--- config.mk ---
export PLATFORM = sky130hd
export DESIGN_NAME = hv_bist_top
export DESIGN_NICKNAME = d
export VERILOG_FILES = /design/src/gd_bist_pkg.sv /design/src/hv_flag_sync.sv /design/src/hv_abist.sv /design/src/bist_ctrl.sv /design/src/hv_bist_top.sv
export VERILOG_INCLUDE_DIRS = /design/src /design/src/src
export SDC_FILE = /design/constraint.sdc
export NUM_CORES = 1
export LEC_CHECK = 0
export BUFFER_PORTS_ARGS = -buffer_cell sky130_fd_sc_hd__clkbuf_2
export CORE_UTILIZATION = 49
export CTS_CLUSTER_DIAMETER = 80
export DETAILED_ROUTE_END_ITERATION = 12
export PLACE_DENSITY = 0.77
export SYNTH_ARGS = -nofsm -noshare
export SYNTH_HDL_FRONTEND = slang
export SYNTH_SLANG_ARGS = --single-unit
--- constraint.sdc ---
create_clock -name i_clk -period 2.9 [get_ports i_clk]
set_clock_uncertainty 0.15 [all_clocks]
set_input_delay 0.435 -clock i_clk [delete_from_list [all_inputs] [get_ports i_clk]]
set_output_delay 0.435 -clock i_clk [all_outputs]
set_load 0.02 [all_outputs]
--- src/gd_bist_consts.svh ---
// constants for the hv-side bist
// clock rate, adc width and pass window, test windows, run timeout

`ifndef GD_BIST_CONSTS_SVH
`define GD_BIST_CONSTS_SVH

// ==============================
// clock and adc
// ==============================
`define CLK_M            4            // cycles per us
`define ADC_DW           10           // adc sample width

// mid-scale pass window, both ends inclusive
`define ADC_DN_TH        504          // 0x1f8
`define ADC_UP_TH        519          // 0x207

// ==============================
// test windows in cycles
// ==============================
`define WIN_OV_CYC       (70*`CLK_M)  // 70us, 280 cycles
`define WIN_FLT_CYC      (1*`CLK_M)   // ot, desat, oc, sc
`define WIN_ADC_CYC      (4*`CLK_M)   // adc mid-scale check

// whole run limit, catches a flag that never drops
`define BIST_TIMEOUT_CYC 2000

`endif

--- src/gd_bist_pkg.sv ---
// shared types of the hv-side bist
// vector typedefs, item and controller state enums
// packed structs for detector flags, adc samples and the run result

`include "gd_bist_consts.svh"

package gd_bist_pkg;

    // ==============================
    // plain vectors
    // ==============================
    typedef logic [`ADC_DW-1:0] adc_data_t;  // one adc sample
    typedef logic [5:0]         bist_vec_t;  // one bit per item, index = item code
    typedef logic [8:0]         bist_cnt_t;  // wide enough for the ov window

    // ==============================
    // state machines
    // ==============================
    // fixed test order, ITEM_END means sequence complete
    typedef enum logic [2:0] {
        ITEM_OV    = 3'd0,
        ITEM_OT    = 3'd1,
        ITEM_DESAT = 3'd2,
        ITEM_OC    = 3'd3,
        ITEM_SC    = 3'd4,
        ITEM_ADC   = 3'd5,
        ITEM_END   = 3'd6
    } bist_item_e;

    typedef enum logic [1:0] {
        ST_IDLE = 2'd0,
        ST_RUN  = 2'd1,
        ST_DONE = 2'd2
    } ctrl_state_e;

    // ==============================
    // bundles
    // ==============================
    typedef struct packed {
        logic ov;
        logic ot;
        logic desat;
        logic oc;
        logic sc;
    } hv_flags_t;

    typedef struct packed {
        adc_data_t data1;
        adc_data_t data2;
        logic      vld;    // new sample pair, one cycle
    } hv_adc_t;

    typedef struct packed {
        bist_vec_t status;
        logic      pass;
        logic      timeout;
    } bist_result_t;

endpackage

--- src/hv_flag_sync.sv ---
// detector flag synchronizer and adc sample capture
// two flops per asynchronous flag, sample pair latched on its valid strobe

module hv_flag_sync (
    input  logic                   i_clk,
    input  logic                   i_rst_n,
    input  gd_bist_pkg::hv_flags_t i_hv_flags,
    input  gd_bist_pkg::hv_adc_t   i_hv_adc,
    output gd_bist_pkg::hv_flags_t o_flags,
    output gd_bist_pkg::hv_adc_t   o_adc
);

    gd_bist_pkg::hv_flags_t flags_meta;  // first stage, may go metastable
    gd_bist_pkg::hv_flags_t flags_sync;
    gd_bist_pkg::adc_data_t data1_q;
    gd_bist_pkg::adc_data_t data2_q;
    logic                   vld_q;

    // ==============================
    // flag synchronizer
    // ==============================
    always_ff @(posedge i_clk or negedge i_rst_n) begin
        if (!i_rst_n) begin
            flags_meta <= '0;
            flags_sync <= '0;
        end else begin
            flags_meta <= i_hv_flags;
            flags_sync <= flags_meta;
        end
    end

    // ==============================
    // adc capture
    // ==============================
    always_ff @(posedge i_clk or negedge i_rst_n) begin
        if (!i_rst_n) begin
            data1_q <= '0;
            data2_q <= '0;
            vld_q   <= 1'b0;
        end else begin
            vld_q <= i_hv_adc.vld;  // follows the data by one cycle
            if (i_hv_adc.vld) begin
                data1_q <= i_hv_adc.data1;
                data2_q <= i_hv_adc.data2;
            end
        end
    end

    assign o_flags = flags_sync;
    assign o_adc   = '{data1: data1_q, data2: data2_q, vld: vld_q};

    // held sample pair only moves on a valid strobe
    a_adc_hold: assert property (
        @(posedge i_clk) disable iff (!i_rst_n)
        !i_hv_adc.vld |=> $stable({data1_q, data2_q})
    ) else $error("adc sample changed without valid");

endmodule

--- src/hv_abist.sv ---
// hv analog bist sequencer
// steps ov, ot, desat, oc, sc and adc items in fixed order
// per item: stimulus window, pass capture, wait for flag release
// adc mid-scale window compare, logic bist enable at the end

`include "gd_bist_consts.svh"

module hv_abist (
    input  logic                   i_clk,
    input  logic                   i_rst_n,
    input  logic                   i_bist_en,
    input  logic                   i_bist_clr,
    input  gd_bist_pkg::hv_flags_t i_flags,
    input  gd_bist_pkg::hv_adc_t   i_adc,
    output gd_bist_pkg::bist_vec_t o_bist_stim,
    output gd_bist_pkg::bist_vec_t o_status,
    output logic                   o_lbist_en
);

    gd_bist_pkg::bist_item_e bist_sel;     // current item
    gd_bist_pkg::bist_cnt_t  bist_cnt;     // cycles into the window
    gd_bist_pkg::bist_cnt_t  win_len;
    gd_bist_pkg::bist_vec_t  item_hot;     // one-hot of bist_sel
    gd_bist_pkg::bist_vec_t  detect_vec;
    gd_bist_pkg::bist_vec_t  release_vec;
    logic                    adc1_ok;
    logic                    adc2_ok;
    logic                    adc_ok;
    logic                    item_act;
    logic                    in_win;
    logic                    cur_release;

    // ==============================
    // adc window compare
    // ==============================
    assign adc1_ok = (i_adc.data1 >= gd_bist_pkg::adc_data_t'(`ADC_DN_TH)) &&
                     (i_adc.data1 <= gd_bist_pkg::adc_data_t'(`ADC_UP_TH));
    assign adc2_ok = (i_adc.data2 >= gd_bist_pkg::adc_data_t'(`ADC_DN_TH)) &&
                     (i_adc.data2 <= gd_bist_pkg::adc_data_t'(`ADC_UP_TH));
    assign adc_ok  = i_adc.vld && adc1_ok && adc2_ok;  // only at a fresh sample pair

    // bit order follows the item codes
    assign detect_vec  = {adc_ok, i_flags.sc, i_flags.oc, i_flags.desat,
                          i_flags.ot, i_flags.ov};
    // adc has no flag to wait for
    assign release_vec = {1'b1, ~i_flags.sc, ~i_flags.oc, ~i_flags.desat,
                          ~i_flags.ot, ~i_flags.ov};

    // ==============================
    // item decode
    // ==============================
    always_comb begin
        case (bist_sel)
            gd_bist_pkg::ITEM_OV:  win_len = gd_bist_pkg::bist_cnt_t'(`WIN_OV_CYC);
            gd_bist_pkg::ITEM_OT,
            gd_bist_pkg::ITEM_DESAT,
            gd_bist_pkg::ITEM_OC,
            gd_bist_pkg::ITEM_SC:  win_len = gd_bist_pkg::bist_cnt_t'(`WIN_FLT_CYC);
            gd_bist_pkg::ITEM_ADC: win_len = gd_bist_pkg::bist_cnt_t'(`WIN_ADC_CYC);
            default:               win_len = '0;  // ITEM_END, nothing to run
        endcase
    end

    // the set bit shifts out at ITEM_END
    assign item_hot    = gd_bist_pkg::bist_vec_t'(6'b000001 << bist_sel);
    assign item_act    = i_bist_en && (bist_sel != gd_bist_pkg::ITEM_END);
    assign in_win      = bist_cnt < win_len;
    assign cur_release = |(release_vec & item_hot);

    // ==============================
    // selector and window counter
    // ==============================
    always_ff @(posedge i_clk or negedge i_rst_n) begin
        if (!i_rst_n) begin
            bist_sel <= gd_bist_pkg::ITEM_OV;
            bist_cnt <= '0;
        end else if (i_bist_clr) begin
            bist_sel <= gd_bist_pkg::ITEM_OV;  // new run starts from the top
            bist_cnt <= '0;
        end else if (item_act) begin
            if (in_win) begin
                bist_cnt <= bist_cnt + 1'b1;
            end else if (cur_release) begin
                // window over and flag back low
                bist_cnt <= '0;
                bist_sel <= gd_bist_pkg::bist_item_e'(bist_sel + 3'd1);
            end
        end
    end

    // stimulus is high for exactly win_len cycles, one cycle behind the counter
    always_ff @(posedge i_clk or negedge i_rst_n) begin
        if (!i_rst_n) begin
            o_bist_stim <= '0;
        end else if (item_act && in_win) begin
            o_bist_stim <= item_hot;
        end else begin
            o_bist_stim <= '0;
        end
    end

    // ==============================
    // pass capture
    // ==============================
    always_ff @(posedge i_clk or negedge i_rst_n) begin
        if (!i_rst_n) begin
            o_status <= '0;
        end else if (i_bist_clr) begin
            o_status <= '0;
        end else if (item_act && in_win) begin
            o_status <= o_status | (detect_vec & item_hot);  // sticky per item
        end
    end

    // held past the run, dropped at the next start
    always_ff @(posedge i_clk or negedge i_rst_n) begin
        if (!i_rst_n) begin
            o_lbist_en <= 1'b0;
        end else if (i_bist_clr) begin
            o_lbist_en <= 1'b0;
        end else if (i_bist_en && (bist_sel == gd_bist_pkg::ITEM_END)) begin
            o_lbist_en <= 1'b1;
        end
    end

    // ==============================
    // assertions
    // ==============================
    a_stim_onehot: assert property (
        @(posedge i_clk) disable iff (!i_rst_n)
        $onehot0(o_bist_stim)
    ) else $error("more than one stimulus line high");

    a_sel_range: assert property (
        @(posedge i_clk) disable iff (!i_rst_n)
        bist_sel <= gd_bist_pkg::ITEM_END
    ) else $error("item selector out of range");

    a_lbist_end: assert property (
        @(posedge i_clk) disable iff (!i_rst_n)
        o_lbist_en |-> (bist_sel == gd_bist_pkg::ITEM_END)
    ) else $error("logic bist enabled before sequence end");

endmodule

--- src/bist_ctrl.sv ---
// bist run control
// idle/run/done state machine, clear strobe and run enable
// whole-run timeout, done strobe and frozen result with pass summary

`include "gd_bist_consts.svh"

module bist_ctrl (
    input  logic                      i_clk,
    input  logic                      i_rst_n,
    input  logic                      i_bist_start,
    input  logic                      i_lbist_done,
    input  gd_bist_pkg::bist_vec_t    i_status,
    output logic                      o_bist_en,
    output logic                      o_bist_clr,
    output logic                      o_busy,
    output logic                      o_done,
    output gd_bist_pkg::bist_result_t o_result
);

    localparam int TMO_W = $clog2(`BIST_TIMEOUT_CYC);

    gd_bist_pkg::ctrl_state_e state;
    gd_bist_pkg::ctrl_state_e state_nxt;
    logic [TMO_W-1:0]         tmo_cnt;
    logic                     start_ok;
    logic                     tmo_hit;
    logic                     run_end;

    // a strobe during a run is dropped
    assign start_ok = i_bist_start && (state != gd_bist_pkg::ST_RUN);
    assign tmo_hit  = (state == gd_bist_pkg::ST_RUN) &&
                      (tmo_cnt == TMO_W'(`BIST_TIMEOUT_CYC - 1));
    assign run_end  = (state == gd_bist_pkg::ST_RUN) && (i_lbist_done || tmo_hit);

    // ==============================
    // state machine
    // ==============================
    always_comb begin
        state_nxt = state;
        case (state)
            gd_bist_pkg::ST_IDLE: if (start_ok) state_nxt = gd_bist_pkg::ST_RUN;
            gd_bist_pkg::ST_RUN:  if (run_end)  state_nxt = gd_bist_pkg::ST_DONE;
            gd_bist_pkg::ST_DONE: begin
                state_nxt = start_ok ? gd_bist_pkg::ST_RUN : gd_bist_pkg::ST_IDLE;
            end
            default:              state_nxt = gd_bist_pkg::ST_IDLE;
        endcase
    end

    always_ff @(posedge i_clk or negedge i_rst_n) begin
        if (!i_rst_n) begin
            state <= gd_bist_pkg::ST_IDLE;
        end else begin
            state <= state_nxt;
        end
    end

    // run timer, restarts with each run
    always_ff @(posedge i_clk or negedge i_rst_n) begin
        if (!i_rst_n) begin
            tmo_cnt <= '0;
        end else if (start_ok) begin
            tmo_cnt <= '0;
        end else if ((state == gd_bist_pkg::ST_RUN) && !tmo_hit) begin
            tmo_cnt <= tmo_cnt + 1'b1;
        end
    end

    // ==============================
    // result
    // ==============================
    always_ff @(posedge i_clk or negedge i_rst_n) begin
        if (!i_rst_n) begin
            o_result <= '0;
        end else if (start_ok) begin
            o_result <= '0;  // old result gone at a new start
        end else if (run_end) begin
            o_result.status  <= i_status;
            o_result.timeout <= !i_lbist_done;
            o_result.pass    <= (&i_status) && i_lbist_done;
        end
    end

    assign o_bist_clr = start_ok;
    assign o_bist_en  = (state == gd_bist_pkg::ST_RUN);  // low again on the done cycle
    assign o_busy     = (state == gd_bist_pkg::ST_RUN);
    assign o_done     = (state == gd_bist_pkg::ST_DONE);

    a_done_pulse: assert property (
        @(posedge i_clk) disable iff (!i_rst_n)
        o_done |=> !o_done
    ) else $error("done held longer than one cycle");

endmodule

--- src/hv_bist_top.sv ---
// hv-side bist top level
// flag synchronizer, analog bist sequencer and run controller

module hv_bist_top (
    input  logic                      i_clk,
    input  logic                      i_rst_n,
    input  logic                      i_bist_start,
    input  gd_bist_pkg::hv_flags_t    i_hv_flags,
    input  gd_bist_pkg::hv_adc_t      i_hv_adc,
    output gd_bist_pkg::bist_vec_t    o_bist_stim,
    output logic                      o_bist_done,
    output logic                      o_bist_busy,
    output gd_bist_pkg::bist_result_t o_bist_result,
    output logic                      o_lbist_en
);

    gd_bist_pkg::hv_flags_t flags_sync;
    gd_bist_pkg::hv_adc_t   adc_sync;
    gd_bist_pkg::bist_vec_t bist_status;
    logic                   bist_en;
    logic                   bist_clr;

    hv_flag_sync u_hv_flag_sync (
        .i_clk      (i_clk),
        .i_rst_n    (i_rst_n),
        .i_hv_flags (i_hv_flags),
        .i_hv_adc   (i_hv_adc),
        .o_flags    (flags_sync),
        .o_adc      (adc_sync)
    );

    hv_abist u_hv_abist (
        .i_clk       (i_clk),
        .i_rst_n     (i_rst_n),
        .i_bist_en   (bist_en),
        .i_bist_clr  (bist_clr),
        .i_flags     (flags_sync),
        .i_adc       (adc_sync),
        .o_bist_stim (o_bist_stim),
        .o_status    (bist_status),
        .o_lbist_en  (o_lbist_en)
    );

    // sequence complete feeds the controller straight from the output
    bist_ctrl u_bist_ctrl (
        .i_clk        (i_clk),
        .i_rst_n      (i_rst_n),
        .i_bist_start (i_bist_start),
        .i_lbist_done (o_lbist_en),
        .i_status     (bist_status),
        .o_bist_en    (bist_en),
        .o_bist_clr   (bist_clr),
        .o_busy       (o_bist_busy),
        .o_done       (o_bist_done),
        .o_result     (o_bist_result)
    );

endmodule

Word level (Yosys, flattened, before mapping):

Index checks and enable logic that the tools add are counted.

* order comparisons: 5
* bitwise gates (word level): 8
* mux-type cells: 22
* eq/ne operators: 14
* shift operators: 1
* reductions and logical operators: 30
* add/subtract/negate cells: 3

Operator list (number)
* 2-to-1 mux 9 bit: 4
* case mux 9 bit (3 select lines): 1
* 2-to-1 mux 11 bit: 2
* greater-or-equal comparator 10 x 9 -> 1 bit, second input constant: 2
* less-or-equal comparator 10 bit, second input constant: 2
* 2-to-1 mux 6 bit: 3
* 2-to-1 mux 8 bit: 2
* AND 6 bit: 2
* logical AND 1 bit: 12
* 2-to-1 mux 3 bit: 4
* nonzero test 2 bit: 6
* adder 11 x 1 -> 11 bit, second input constant: 1
* equality test 11 bit, second input constant: 1
* adder 9 x 1 -> 9 bit, second input constant: 1
* equality test 3 bit, second input constant: 3
* < comparator 9 bit: 1
* != test 2 x 1 -> 1 bit, second input constant: 4
* equality test 3 x 2 -> 1 bit, second input constant: 2
* bitwise OR 6 bit: 1
* case mux 2 bit (3 select lines): 1
* AND reduction 6 bit: 1
* OR reduction 6 bit: 1
* << shifter 1 x 3 -> 6 bit, first input constant: 1
* inverter 1 bit: 5
* other kinds (15): 20

* bits in registers: 77
* input bits: 29

Logic depth before layout (Yosys ltp):

Gate-level depths: netlist of the first run.

* word-level depth: 8
* depth in mapped cells: 11
* mapped depth without buffers: 10

Hierarchy:

A second synthesis of the first run with hierarchy kept.

* cells, all modules: 336
* area total of the unflattened synthesis: 3908.7 µm²

Modules (own cells, without submodules)
* hv_abist: cells each 169, times used 1, area an instance 1641.6 µm²
* bist_ctrl: cells each 113, times used 1, area an instance 1161.1 µm²
* hv_flag_sync: cells each 54, times used 1, area an instance 1106.1 µm²

Least setup slack after synthesis of the first run:

No wires, ideal clock.

* kind: register to register
* start: register u_hv_abist.bist_sel[0]
* end: register u_hv_abist.bist_cnt[2]
* period minus slack after synthesis: 2.715 ns
* data required time: 2.624 ns
* cell stages (with the launch flop): 11
* arrival time: 2.439 ns
* path buffers: 0
* setup time: 0.126 ns
* slack: 0.185 ns
* cells stage by stage: dfrtp_1 > inv_1 > ha_1 > nand2b_1 > a21boi_0 > ha_1 > or4_4 > a211oi_4 > a21o_2 > a211oi_2 > a221o_1

* cells in the longest elaborated chain, start to end: 7
* elaborated cells on any way between the ends: 20

RTL lines
* from (decl): line hv_abist.sv:20 `gd_bist_pkg::bist_item_e bist_sel;`
* from (signal assigned): line hv_abist.sv:75 `bist_sel <= gd_bist_pkg::ITEM_OV;`
* from (signal assigned): line hv_abist.sv:78 `bist_sel <= gd_bist_pkg::ITEM_OV;`
* from (signal assigned): line hv_abist.sv:86 `bist_sel <= gd_bist_pkg::bist_item_e'(bist_sel + 3'd1);`
* equality test 3 x 1 -> 1 bit (tied with other cells): line hv_abist.sv:53 `case (bist_sel)`
* OR reduction 4 bit: line hv_abist.sv:53
* case mux 9 bit (3 select lines): line hv_abist.sv:53
* < comparator 9 bit: line hv_abist.sv:67 `assign in_win = bist_cnt < win_len;`
* 2-to-1 mux 9 bit: line hv_abist.sv:81 `if (in_win) begin`
* 2-to-1 mux 9 bit: line hv_abist.sv:80 `end else if (item_act) begin`
* 2-to-1 mux 9 bit: line hv_abist.sv:77 `end else if (i_bist_clr) begin`
* to (signal assigned): line hv_abist.sv:82 `bist_cnt <= bist_cnt + 1'b1;`
* to (decl): line hv_abist.sv:21 `gd_bist_pkg::bist_cnt_t bist_cnt;`

Parallel ways exist; a longest one is shown, timed or not. The select of a mux whose other input is x is not followed.
A chain may end at the register's enable or synchronous reset.

Final worst setup path of the first run:

* start: register u_hv_abist.bist_sel[1]
* end: register u_hv_abist.bist_cnt[2]

The elaborated chain is that of the path after synthesis.

==> results.yml, run 1 <==
worst_setup_path:
  crit_arrival_ps: 2810
  startpoint_type: "register"
  rr_endpoint: "u_hv_abist.bist_cnt[2]$_DFFE_PN0P_"
  ff2ff_path_depth: 10
  end_kind: "register"
  reg2reg_from: "u_hv_abist.bist_sel[1]$_DFFE_PN0P_"
  path_class: "reg -> reg"
  cp.required_ps: 2980
  crit_path_max_fanout: 7
  critPathLaunch: "u_hv_abist.bist_sel[1]$_DFFE_PN0P_"
  reg2reg_slack_ps: 170
layout:
  layout_common_cells: "71 x dfrtp_1, 38 x clkbuf_2, 25 x nand2_1"
  multi_input_area_um2: 1390
  final_common_cell: "dfrtp_1"
  nets: 381
  fillCellCount: 532
  syn_to_final_growth_pct: 15.9
  drive_above_1_share: 0.269
  diodes: 0
  regArea_um2: 1780
floorplanning:
  die_x_um: 83.4
  start_util: 0.508
  core_area_um2: 6390
  num_rows: 29
  dieArea_um2: 6950
  io_pins: 46
  die_h_um: 83.4
placement:
  globalplace.congestion: 0.865
  io_buffers: 39
  dpl.hpwl_um: 4370
synth:
  yosysSeqAreaShare: 0.548
  synth_simple_gate_area_frac: 0.189
  syn-mean-instance-area_um2: 11.3
  synth_area_um2: 3240
  syn-num-nets: 327
  synth_compound_area_frac: 0.120
  synth_top_family_by_area: "simple AND/OR/NAND/NOR gates"
  synthAdderAreaFrac: 0.0386
  yosysTopAreaCell: "dfrtp_1"
  yosys.area_share.xor_xnor: 0.0189
  synthMuxAreaShare: 0.0552
  yosysWarnings: 0
  syn-instance-count: 288
  synth_top_area_frac: 0.548
  synth.distinct_cells: 53
  synth_edf_count: 0
  synthFlopType: "dfrtp_1"
  ys_ff_latch: 71
  async_flop_share: 1.00
  synth_area_leaders: "dfrtp_1 55%, mux2_2 5.2%, ha_1 3.9%"
routing:
  wirelength_um: 6200
  viasPerCell: 5.70
  wl_per_cell_um: 14.6
  drtIter0Drc: 125
  drc: 0
  final_antenna_net_count: 0
  via_count: 2413
  drtPass1Iterations: 4
timing:
  finalCriticalPeriod_ps: 2730
  setup_viol: 0
  min_period_over_period: 0.941
  fmax_mhz: 366
  rsz0062_at_grt: "no"
  tns_ps: 0
  tightest_slew_ps: 673
  slew_viol_final: 0
  slew_headroom: 0.544
  finalHoldViolations: 0
clocking:
  cts_root_buffer: "clkbuf_8"
  path_clk_slew_ps: 70
  cts_tree: "yes"
  clockBufferDepth: 2
  cts_num_sinks: 71
  htreeDepth: 3
  cts_buffers: 9
  clk_latency_ps: 350
global_routing:
  first_global_vias: 2203
  grt_max_degree: 72
  antenna_found_initial: 0
  grt_first_pass_wirelength_um: 10600
  grt-ovfl-total: 0
  grtUsageTotal: 0.195
worst_hold_path:
  holdPathStages: 1
  hold_path_class: "in -> reg"
  hold_start: "i_hv_flags[2]"
  min_to: "u_hv_flag_sync.flags_meta[2]$_DFF_PN0_"
power:
  powerDensity_nw_per_um2: 700
  ir_worst_vdd_mv: 0.330
  leakagePower_nw: 1.67
  total_power_mw: 2.63
status:
  status: "finished, final reports clean"
run:
  cap_violations: 0
[synth_stat cells, types with 2 or more instances]
cell type	n
nor3_1	12
o2bb2ai_1	4
and2_1	3
nand2b_1	3
a31oi_1	4
a32o_1	2
nand4_1	8
dfrtp_1	71
a22o_1	4
nor2b_1	5
nand3b_1	2
o32ai_1	2
nand3_1	13
or4_1	3
and3_1	5
nor4_1	7
a21o_2	2
clkbuf_8	3
a21oi_1	5
o21ai_0	12
o311ai_0	2
nor2_1	20
inv_1	6
nor4b_1	2
nand2_1	25
xnor2_1	7
clkbuf_1	4
o31ai_1	2
o22ai_1	2
o21a_1	2
mux2_2	15
ha_1	10
[cells by family after synthesis]
group	after synthesis
fa+ha+maj	10
mux	16
simple gates	116
xor+xnor	7
compound gates	52
flops	71
buf+inv	16
[worst max-delay path, stage by stage, from the launching register on]
cell and delay [ps]:
dfrtp_1 420, inv_2 100, ha_4 150, nand2b_1 70, a21boi_0 140, ha_1 190, or4_4 440, a211oi_4 240
a21o_2 200, a211oi_2 140, a221o_1 380
[worst max-delay path by stage]
stage / end / slack, ps / cells after the start
floorplan: u_hv_abist.bist_cnt[2]$_DFFE_PN0P_ / 190 / 10
global placement: u_hv_abist.bist_cnt[3]$_DFFE_PN0P_ / 100 / 10
detailed placement: u_hv_abist.bist_cnt[2]$_DFFE_PN0P_ / 30 / 10
CTS: u_hv_abist.bist_cnt[2]$_DFFE_PN0P_ / 20 / 10
global route: u_hv_abist.bist_cnt[2]$_DFFE_PN0P_ / 10 / 10
finish: u_hv_abist.bist_cnt[2]$_DFFE_PN0P_ / 170 / 10
[flip-flops by register name, summed over array words and instances (netlist names), 2 cells and up]
name / flops
u_bist_ctrl.tmo_cnt: 11
u_hv_abist.bist_cnt: 9
u_bist_ctrl.o_result: 8
u_hv_flag_sync.data1_q: 7
u_hv_flag_sync.data2_q: 7
u_hv_abist.o_bist_stim: 6
u_hv_abist.o_status: 6
u_hv_flag_sync.flags_meta: 5
u_hv_flag_sync.o_flags: 5
u_hv_abist.bist_sel: 3
u_bist_ctrl.state: 2
[repair_timing]
action | CTS | global route
resized for setup | 0 | 5
setup endpoints to repair | 0 | 14
hold endpoints to repair | 71 | 0
hold buffers | 1 | 0
buffers inserted | 0 | 2
[routing by layer]
layer | vias up | wire length [um] | global-route usage
met1 | 1165 | 2970 | 0.282
met5 | - | 0 | 0
met2 | 62 | 2830 | 0.282
met3 | 11 | 270 | 0.0437
met4 | 0 | 119 | 0.0862
li1 | 1175 | - | -
[area by class of cell]
| cell class | instances | area share |
|---|---|---|
| repair buffers | 52 | 0.0819 |
| flip-flops and latches | 71 | 0.473 |
| well taps | 77 | 0.0256 |
| clock inverters | 4 | 0.00599 |
| multi-input cells | 201 | 0.369 |
| clock buffers | 11 | 0.0376 |
| inverters | 7 | 0.00699 |
[per-stage QoR]
stage               cells  hold WS, ps  area, um^2  utilization  worst slack (ps)
finish                423         41.8        3760        0.589               170
CTS                   421         29.8        3720        0.583              17.7
global placement      405          185        3550        0.556               103
floorplan             288        -10.6        3240            -               185
global route          423         30.7        3760        0.589              9.68
detailed placement    405          186        3550        0.556              33.9
[power breakdown]
| part | internal (mW) | switching [mW] |
|---|---|---|
| Combinational | 0.288 | 0.394 |
| Sequential | 1.14 | 0.141 |
| Clock | 0.324 | 0.347 |
| Total | 1.75 | 0.883 |
No activity file was read; power rests on OpenSTA's default activity.
==> inputs of run 2 (changes only) <==
--- a/config.mk
+++ b/config.mk
@@ -7,10 +7,11 @@
 export NUM_CORES = 1
 export LEC_CHECK = 0
 export BUFFER_PORTS_ARGS = -buffer_cell sky130_fd_sc_hd__clkbuf_2
-export CORE_UTILIZATION = 49
+export CAP_MARGIN = 20
+export CORE_UTILIZATION = 35
 export CTS_CLUSTER_DIAMETER = 80
 export DETAILED_ROUTE_END_ITERATION = 12
-export PLACE_DENSITY = 0.77
+export PLACE_DENSITY = 0.59
 export SYNTH_ARGS = -nofsm -noshare
 export SYNTH_HDL_FRONTEND = slang
 export SYNTH_SLANG_ARGS = --single-unit
==> results.yml, run 2 (same netlist as run 1, synthesis figures left out) <==
status:
  status: "finished, final reports clean"
layout:
  syn_to_final_growth_pct: 18.4
  final_area_um2: 3840
  final_common_cell: "dfrtp_1"
  drive_above_1_share: 0.265
  layout_common_cells: "71 x dfrtp_1, 38 x clkbuf_2, 25 x nand2_1"
  final_util: 0.434
  top_register: "u_bist_ctrl.tmo_cnt"
  fillCellCount: 865
  diodes: 0
  nets: 382
  largest_register_ffs: 11
  reg_top3: "u_bist_ctrl.tmo_cnt x11, u_hv_abist.bist_cnt x9, u_bist_ctrl.o_result x8"
timing:
  finalHoldViolations: 0
  finalCriticalPeriod_ps: 2730
  fmax_mhz: 366
  tightest_slew_ps: 761
  rsz0062_at_grt: "no"
  setup_viol: 0
  min_period_over_period: 0.943
  slew_headroom: 0.488
  slew_viol_final: 0
  tns_ps: 0
floorplanning:
  io_pins: 46
  num_rows: 34
  dieArea_um2: 9660
  core_area_um2: 8850
  die_h_um: 98.3
  start_util: 0.367
  die_x_um: 98.3
power:
  pwr-share-comb: 0.243
  leakagePower_nw: 1.70
  power_frac_seq: 0.454
  p_clk_frac: 0.303
  ir_worst_vdd_mv: 0.232
  swShare: 0.325
  switchingPower_mw: 0.915
  internal-power_mw: 1.90
  powerDensity_nw_per_um2: 734
routing:
  via_count: 2367
  viasPerCell: 5.20
  wirelength_um: 6570
  drtPass1Iterations: 6
  drtIter0Drc: 101
  drc: 0
  final_antenna_net_count: 0
  wl_per_cell_um: 14.4
clocking:
  cts_num_sinks: 71
  htreeDepth: 3
  cts_buffers: 9
  cts_tree: "yes"
  clk_latency_ps: 350
  cts_root_buffer: "clkbuf_8"
  path_clk_slew_ps: 80
  clockBufferDepth: 2
worst_setup_path:
  startpoint_type: "register"
  end_kind: "register"
  critPathLaunch: "u_hv_abist.bist_sel[0]$_DFFE_PN0P_"
  crit_arrival_ps: 2860
  path_class: "reg -> reg"
  ff2ff_path_depth: 10
  cp.required_ps: 3030
  reg2reg_from: "u_hv_abist.bist_sel[0]$_DFFE_PN0P_"
  crit_path_max_fanout: 10
worst_hold_path:
  hold_path_class: "in -> reg"
  holdPathStages: 1
  hold_start: "i_hv_flags[4]"
global_routing:
  grt.busiest_layer: "met2"
  antenna_found_initial: 0
  grt_max_degree: 51
  grt-ovfl-total: 0
  grt_first_pass_wirelength_um: 11200
  grt_use_met1: 0.209
  grtUsageMet2: 0.217
  first_global_vias: 2290
  grtUsageMet3: 0.0329
  grtUsageTotal: 0.149
placement:
  placed_area_um2: 3600
  dpl.hpwl_um: 4660
  globalplace.congestion: 0.813
  io_buffers: 39
run:
  cap_violations: 0
run 2: final cells by class:
cell class | instances | area [um^2] | share of cell area
sequential | 71 | 1780 | 0.463
multi-input combinational | 201 | 1380 | 0.358
timing repair buffer | 53 | 315 | 0.0821
tap | 108 | 135 | 0.0352
clock buffer | 9 | 124 | 0.0323
clock inverter | 6 | 86.3 | 0.0225
inverter | 7 | 26.3 | 0.00684
run 2: repair_timing:
item	in CTS	in global routing
endpoints found under the hold margin	21	0
endpoints found under the setup margin	0	9
hold buffers	1	0
setup buffers	0	1
resized for setup	0	2
run 2: power groups by stage:
stage                     sequential, mW  combinational [mW]  clock [mW]
after CTS                           1.28               0.691       0.875
after global routing                1.31               0.775       0.927
after floorplan                     1.27               0.494           0
after detailed placement            1.30               0.690           0
after global placement              1.29               0.669           0
final                               1.28               0.684       0.853
run 2: stage by stage:
step / worst slack [ps] / hold slack (ps) / power [mW] / cells
finish: 166 / 48.4 / 2.82 / 455
global route: 34.3 / 28.9 / 3.01 / 455
CTS: 74.5 / 36.9 / 2.85 / 454
detailed placement: 97.7 / 187 / 1.99 / 438
global placement: 139 / 186 / 1.96 / 438
floorplan: 185 / -10.6 / 1.76 / 288
run 2: path summary, 6_finish.rpt:
path                                                           to  slack [ps]
hold / removal             u_hv_flag_sync.flags_meta[4]$_DFF_PN0_          50
setup / recovery               u_hv_abist.o_status[2]$_DFFE_PN0P_         170
min in group asynchronous     u_hv_abist.o_bist_stim[4]$_DFF_PN0_         450
hold reg to reg               u_hv_flag_sync.o_flags[1]$_DFF_PN0_         200
setup reg to reg               u_hv_abist.o_status[2]$_DFFE_PN0P_         170
max in group asynchronous      u_hv_abist.bist_sel[1]$_DFFE_PN0P_        1510
run 2: layer usage:
layer,up-vias,wire length [um]
met2,34,2920
met3,12,195
met1,1150,3340
li1,1171,-
met5,-,0
met4,0,118
run 2: worst max-delay path, cell delays in order (launching register included):
cell and delay, ps:
dfrtp_1 400, inv_1 110, ha_1 180, nand2b_1 70
a21boi_0 140, ha_1 190, or4_4 440, a211oi_4 240
a21oi_4 160, nor3_1 370, a32o_1 220
==> inputs of run 3 (changes only) <==
--- a/config.mk
+++ b/config.mk
@@ -8,10 +8,12 @@
 export LEC_CHECK = 0
 export BUFFER_PORTS_ARGS = -buffer_cell sky130_fd_sc_hd__clkbuf_2
 export CAP_MARGIN = 20
+export CELL_PAD_IN_SITES_DETAIL_PLACEMENT = 1
+export CELL_PAD_IN_SITES_GLOBAL_PLACEMENT = 1
 export CORE_UTILIZATION = 35
 export CTS_CLUSTER_DIAMETER = 80
 export DETAILED_ROUTE_END_ITERATION = 12
-export PLACE_DENSITY = 0.59
+export PLACE_DENSITY = 0.7
 export SYNTH_ARGS = -nofsm -noshare
 export SYNTH_HDL_FRONTEND = slang
 export SYNTH_SLANG_ARGS = --single-unit
==> results.yml, run 3 (same netlist as run 1, synthesis figures left out) <==
layout:
  final_common_cell: "dfrtp_1"
  multi_input_area_um2: 1380
  largest_register_ffs: 11
  syn_to_final_growth_pct: 17.4
  layout_common_cells: "71 x dfrtp_1, 38 x clkbuf_2, 25 x nand2_1"
  top_register: "u_bist_ctrl.tmo_cnt"
  reg_top3: "u_bist_ctrl.tmo_cnt x11, u_hv_abist.bist_cnt x9, u_bist_ctrl.o_result x8"
  nets: 382
  final_cells: 456
  fillCellCount: 999
  diodes: 0
  drive_above_1_share: 0.267
  regArea_um2: 1780
timing:
  rsz0062_at_grt: "no"
  finalHoldViolations: 0
  fmax_mhz: 362
  tns_ps: 0
  slew_viol_final: 0
  fin_ws_ps: 141
  tightest_slew_ps: 894
  min_period_over_period: 0.951
  slew_headroom: 0.404
  setup_viol: 0
  finalCriticalPeriod_ps: 2760
routing:
  final_antenna_net_count: 0
  wirelength_um: 7330
  viasPerCell: 5.34
  met3_length_um: 217
  via_count: 2437
  drc: 0
  drtIter0Drc: 59
  wl_met1_um: 3570
  top_layer_used: "met4"
  drtPass1Iterations: 6
  wl_per_cell_um: 16.1
  wl_met2_um: 3430
global_routing:
  grt_first_pass_wirelength_um: 12500
  grtUsageTotal: 0.165
  first_global_vias: 2493
  grt-ovfl-total: 0
  grt_max_degree: 72
  antenna_found_initial: 0
worst_setup_path:
  path_cells: "inv_1, ha_1, nand2b_1, a21boi_0, ha_1, or4_4, a211oi_4, a21o_2, a211oi_2, a221o_1"
  path_common_cell: "ha_1"
  crit_slowest_cell: "or4_4"
  crit_path_max_fanout: 7
  crit_arrival_ps: 2840
  cp.required_ps: 2980
  path_class: "reg -> reg"
  startpoint_type: "register"
  end_kind: "register"
  max_stage_delay_ps: 440
clocking:
  clockBufferDepth: 2
  htreeDepth: 3
  cts_num_sinks: 71
  path_clk_slew_ps: 80
  clk_latency_ps: 350
  cts_buffers: 9
  ctsHoldBuffers: 0
  cts_root_buffer: "clkbuf_8"
  cts_tree: "yes"
power:
  swShare: 0.339
  internal-power_mw: 1.83
  switchingPower_mw: 0.938
  ir_worst_vdd_mv: 0.291
  pwr-share-comb: 0.255
  powerDensity_nw_per_um2: 727
  leakagePower_nw: 1.68
  power_frac_seq: 0.465
  p_clk_frac: 0.279
floorplanning:
  num_rows: 34
  core_area_um2: 8850
  start_util: 0.367
  io_pins: 46
  dieArea_um2: 9660
  die_h_um: 98.3
  die_x_um: 98.3
placement:
  post-place-ws_ps: 69.6
  io_buffers: 39
  dpl.hpwl_um: 5180
  dp.cells: 440
  globalplace.congestion: 0.778
run:
  cap_violations: 0
status:
  status: "finished, final reports clean"
worst_hold_path:
  hold_path_class: "in -> reg"
==> run 3: changes by cell type in the layout (fill, tap and decap cells not counted), sizes merged <==
cell | before | now
buf | 14 | 15
clkbuf | 47 | 49
dlygate4sd3 | 1 | 0
clkinvlp | 1 | 2
bufinv | 2 | 1
clkinv | 4 | 3
==> run 3: critical path, delay by kind of cell, from the launching register on <==
family	cells	cell delay, ps
and+or+nand+nor	2	510
adders and majority gates	2	360
buffers and inverters	1	120
DFF	1	410
AOI/OAI and AO/OA	5	1100
==> run 3: final cells by class <==
| type | count | area share |
|---|---|---|
| clock buffer | 11 | 0.0345 |
| clock inverter | 5 | 0.0154 |
| inverter | 7 | 0.00690 |
| multi-input combinational | 201 | 0.362 |
| sequential | 71 | 0.466 |
| tap | 108 | 0.0355 |
| timing repair buffer | 53 | 0.0788 |
==> run 3: worst paths after layout <==
| path | end | start | slack (ps) | cells after the start |
|---|---|---|---|---|
| min in group asynchronous | u_bist_ctrl.o_result[5]$_DFFE_PN0P_ | i_rst_n | 130 | 2 |
| max in group asynchronous | u_hv_abist.bist_sel[1]$_DFFE_PN0P_ | i_rst_n | 1880 | 2 |
| setup / recovery | u_hv_abist.bist_cnt[2]$_DFFE_PN0P_ | u_hv_abist.bist_sel[0]$_DFFE_PN0P_ | 140 | 10 |
| setup reg to reg | u_hv_abist.bist_cnt[2]$_DFFE_PN0P_ | u_hv_abist.bist_sel[0]$_DFFE_PN0P_ | 140 | 10 |
| hold reg to reg | u_hv_flag_sync.o_flags[4]$_DFF_PN0_ | u_hv_flag_sync.flags_meta[4]$_DFF_PN0_ | 210 | 0 |
| hold / removal | u_hv_flag_sync.flags_meta[1]$_DFF_PN0_ | i_hv_flags[1] | 40 | 1 |
==> run 3: power groups by stage <==
stage	sequential, mW	combinational [mW]	clock [mW]
floorplan	1.27	0.494	0
global placement	1.30	0.680	0
detailed placement	1.31	0.708	0
CTS	1.29	0.711	0.798
global route	1.31	0.794	0.839
finish	1.29	0.706	0.774
==> run 3: stage by stage <==
stage	power (mW)	utilization	area [um^2]	hold WS (ps)
after floorplan	1.76	-	3240	-10.6
after detailed placement	2.01	0.408	3610	192
after global placement	1.98	0.408	3610	187
final	2.77	0.430	3810	43.4
after global routing	2.94	0.430	3810	28.4
after CTS	2.80	0.429	3800	26.2
==> run 3: what timing repair did <==
action,4_1_cts,5_1_grt
resized for setup,0,3
endpoints found under the setup margin,0,4
setup buffers,0,0
==> run 3: metal layers <==
layer | global-route usage | vias to the layer above
li1 | - | 1170
met1 | 0.228 | 1217
met2 | 0.257 | 40
met3 | 0.0308 | 10
met4 | 0.0654 | 0
met5 | 0 | -
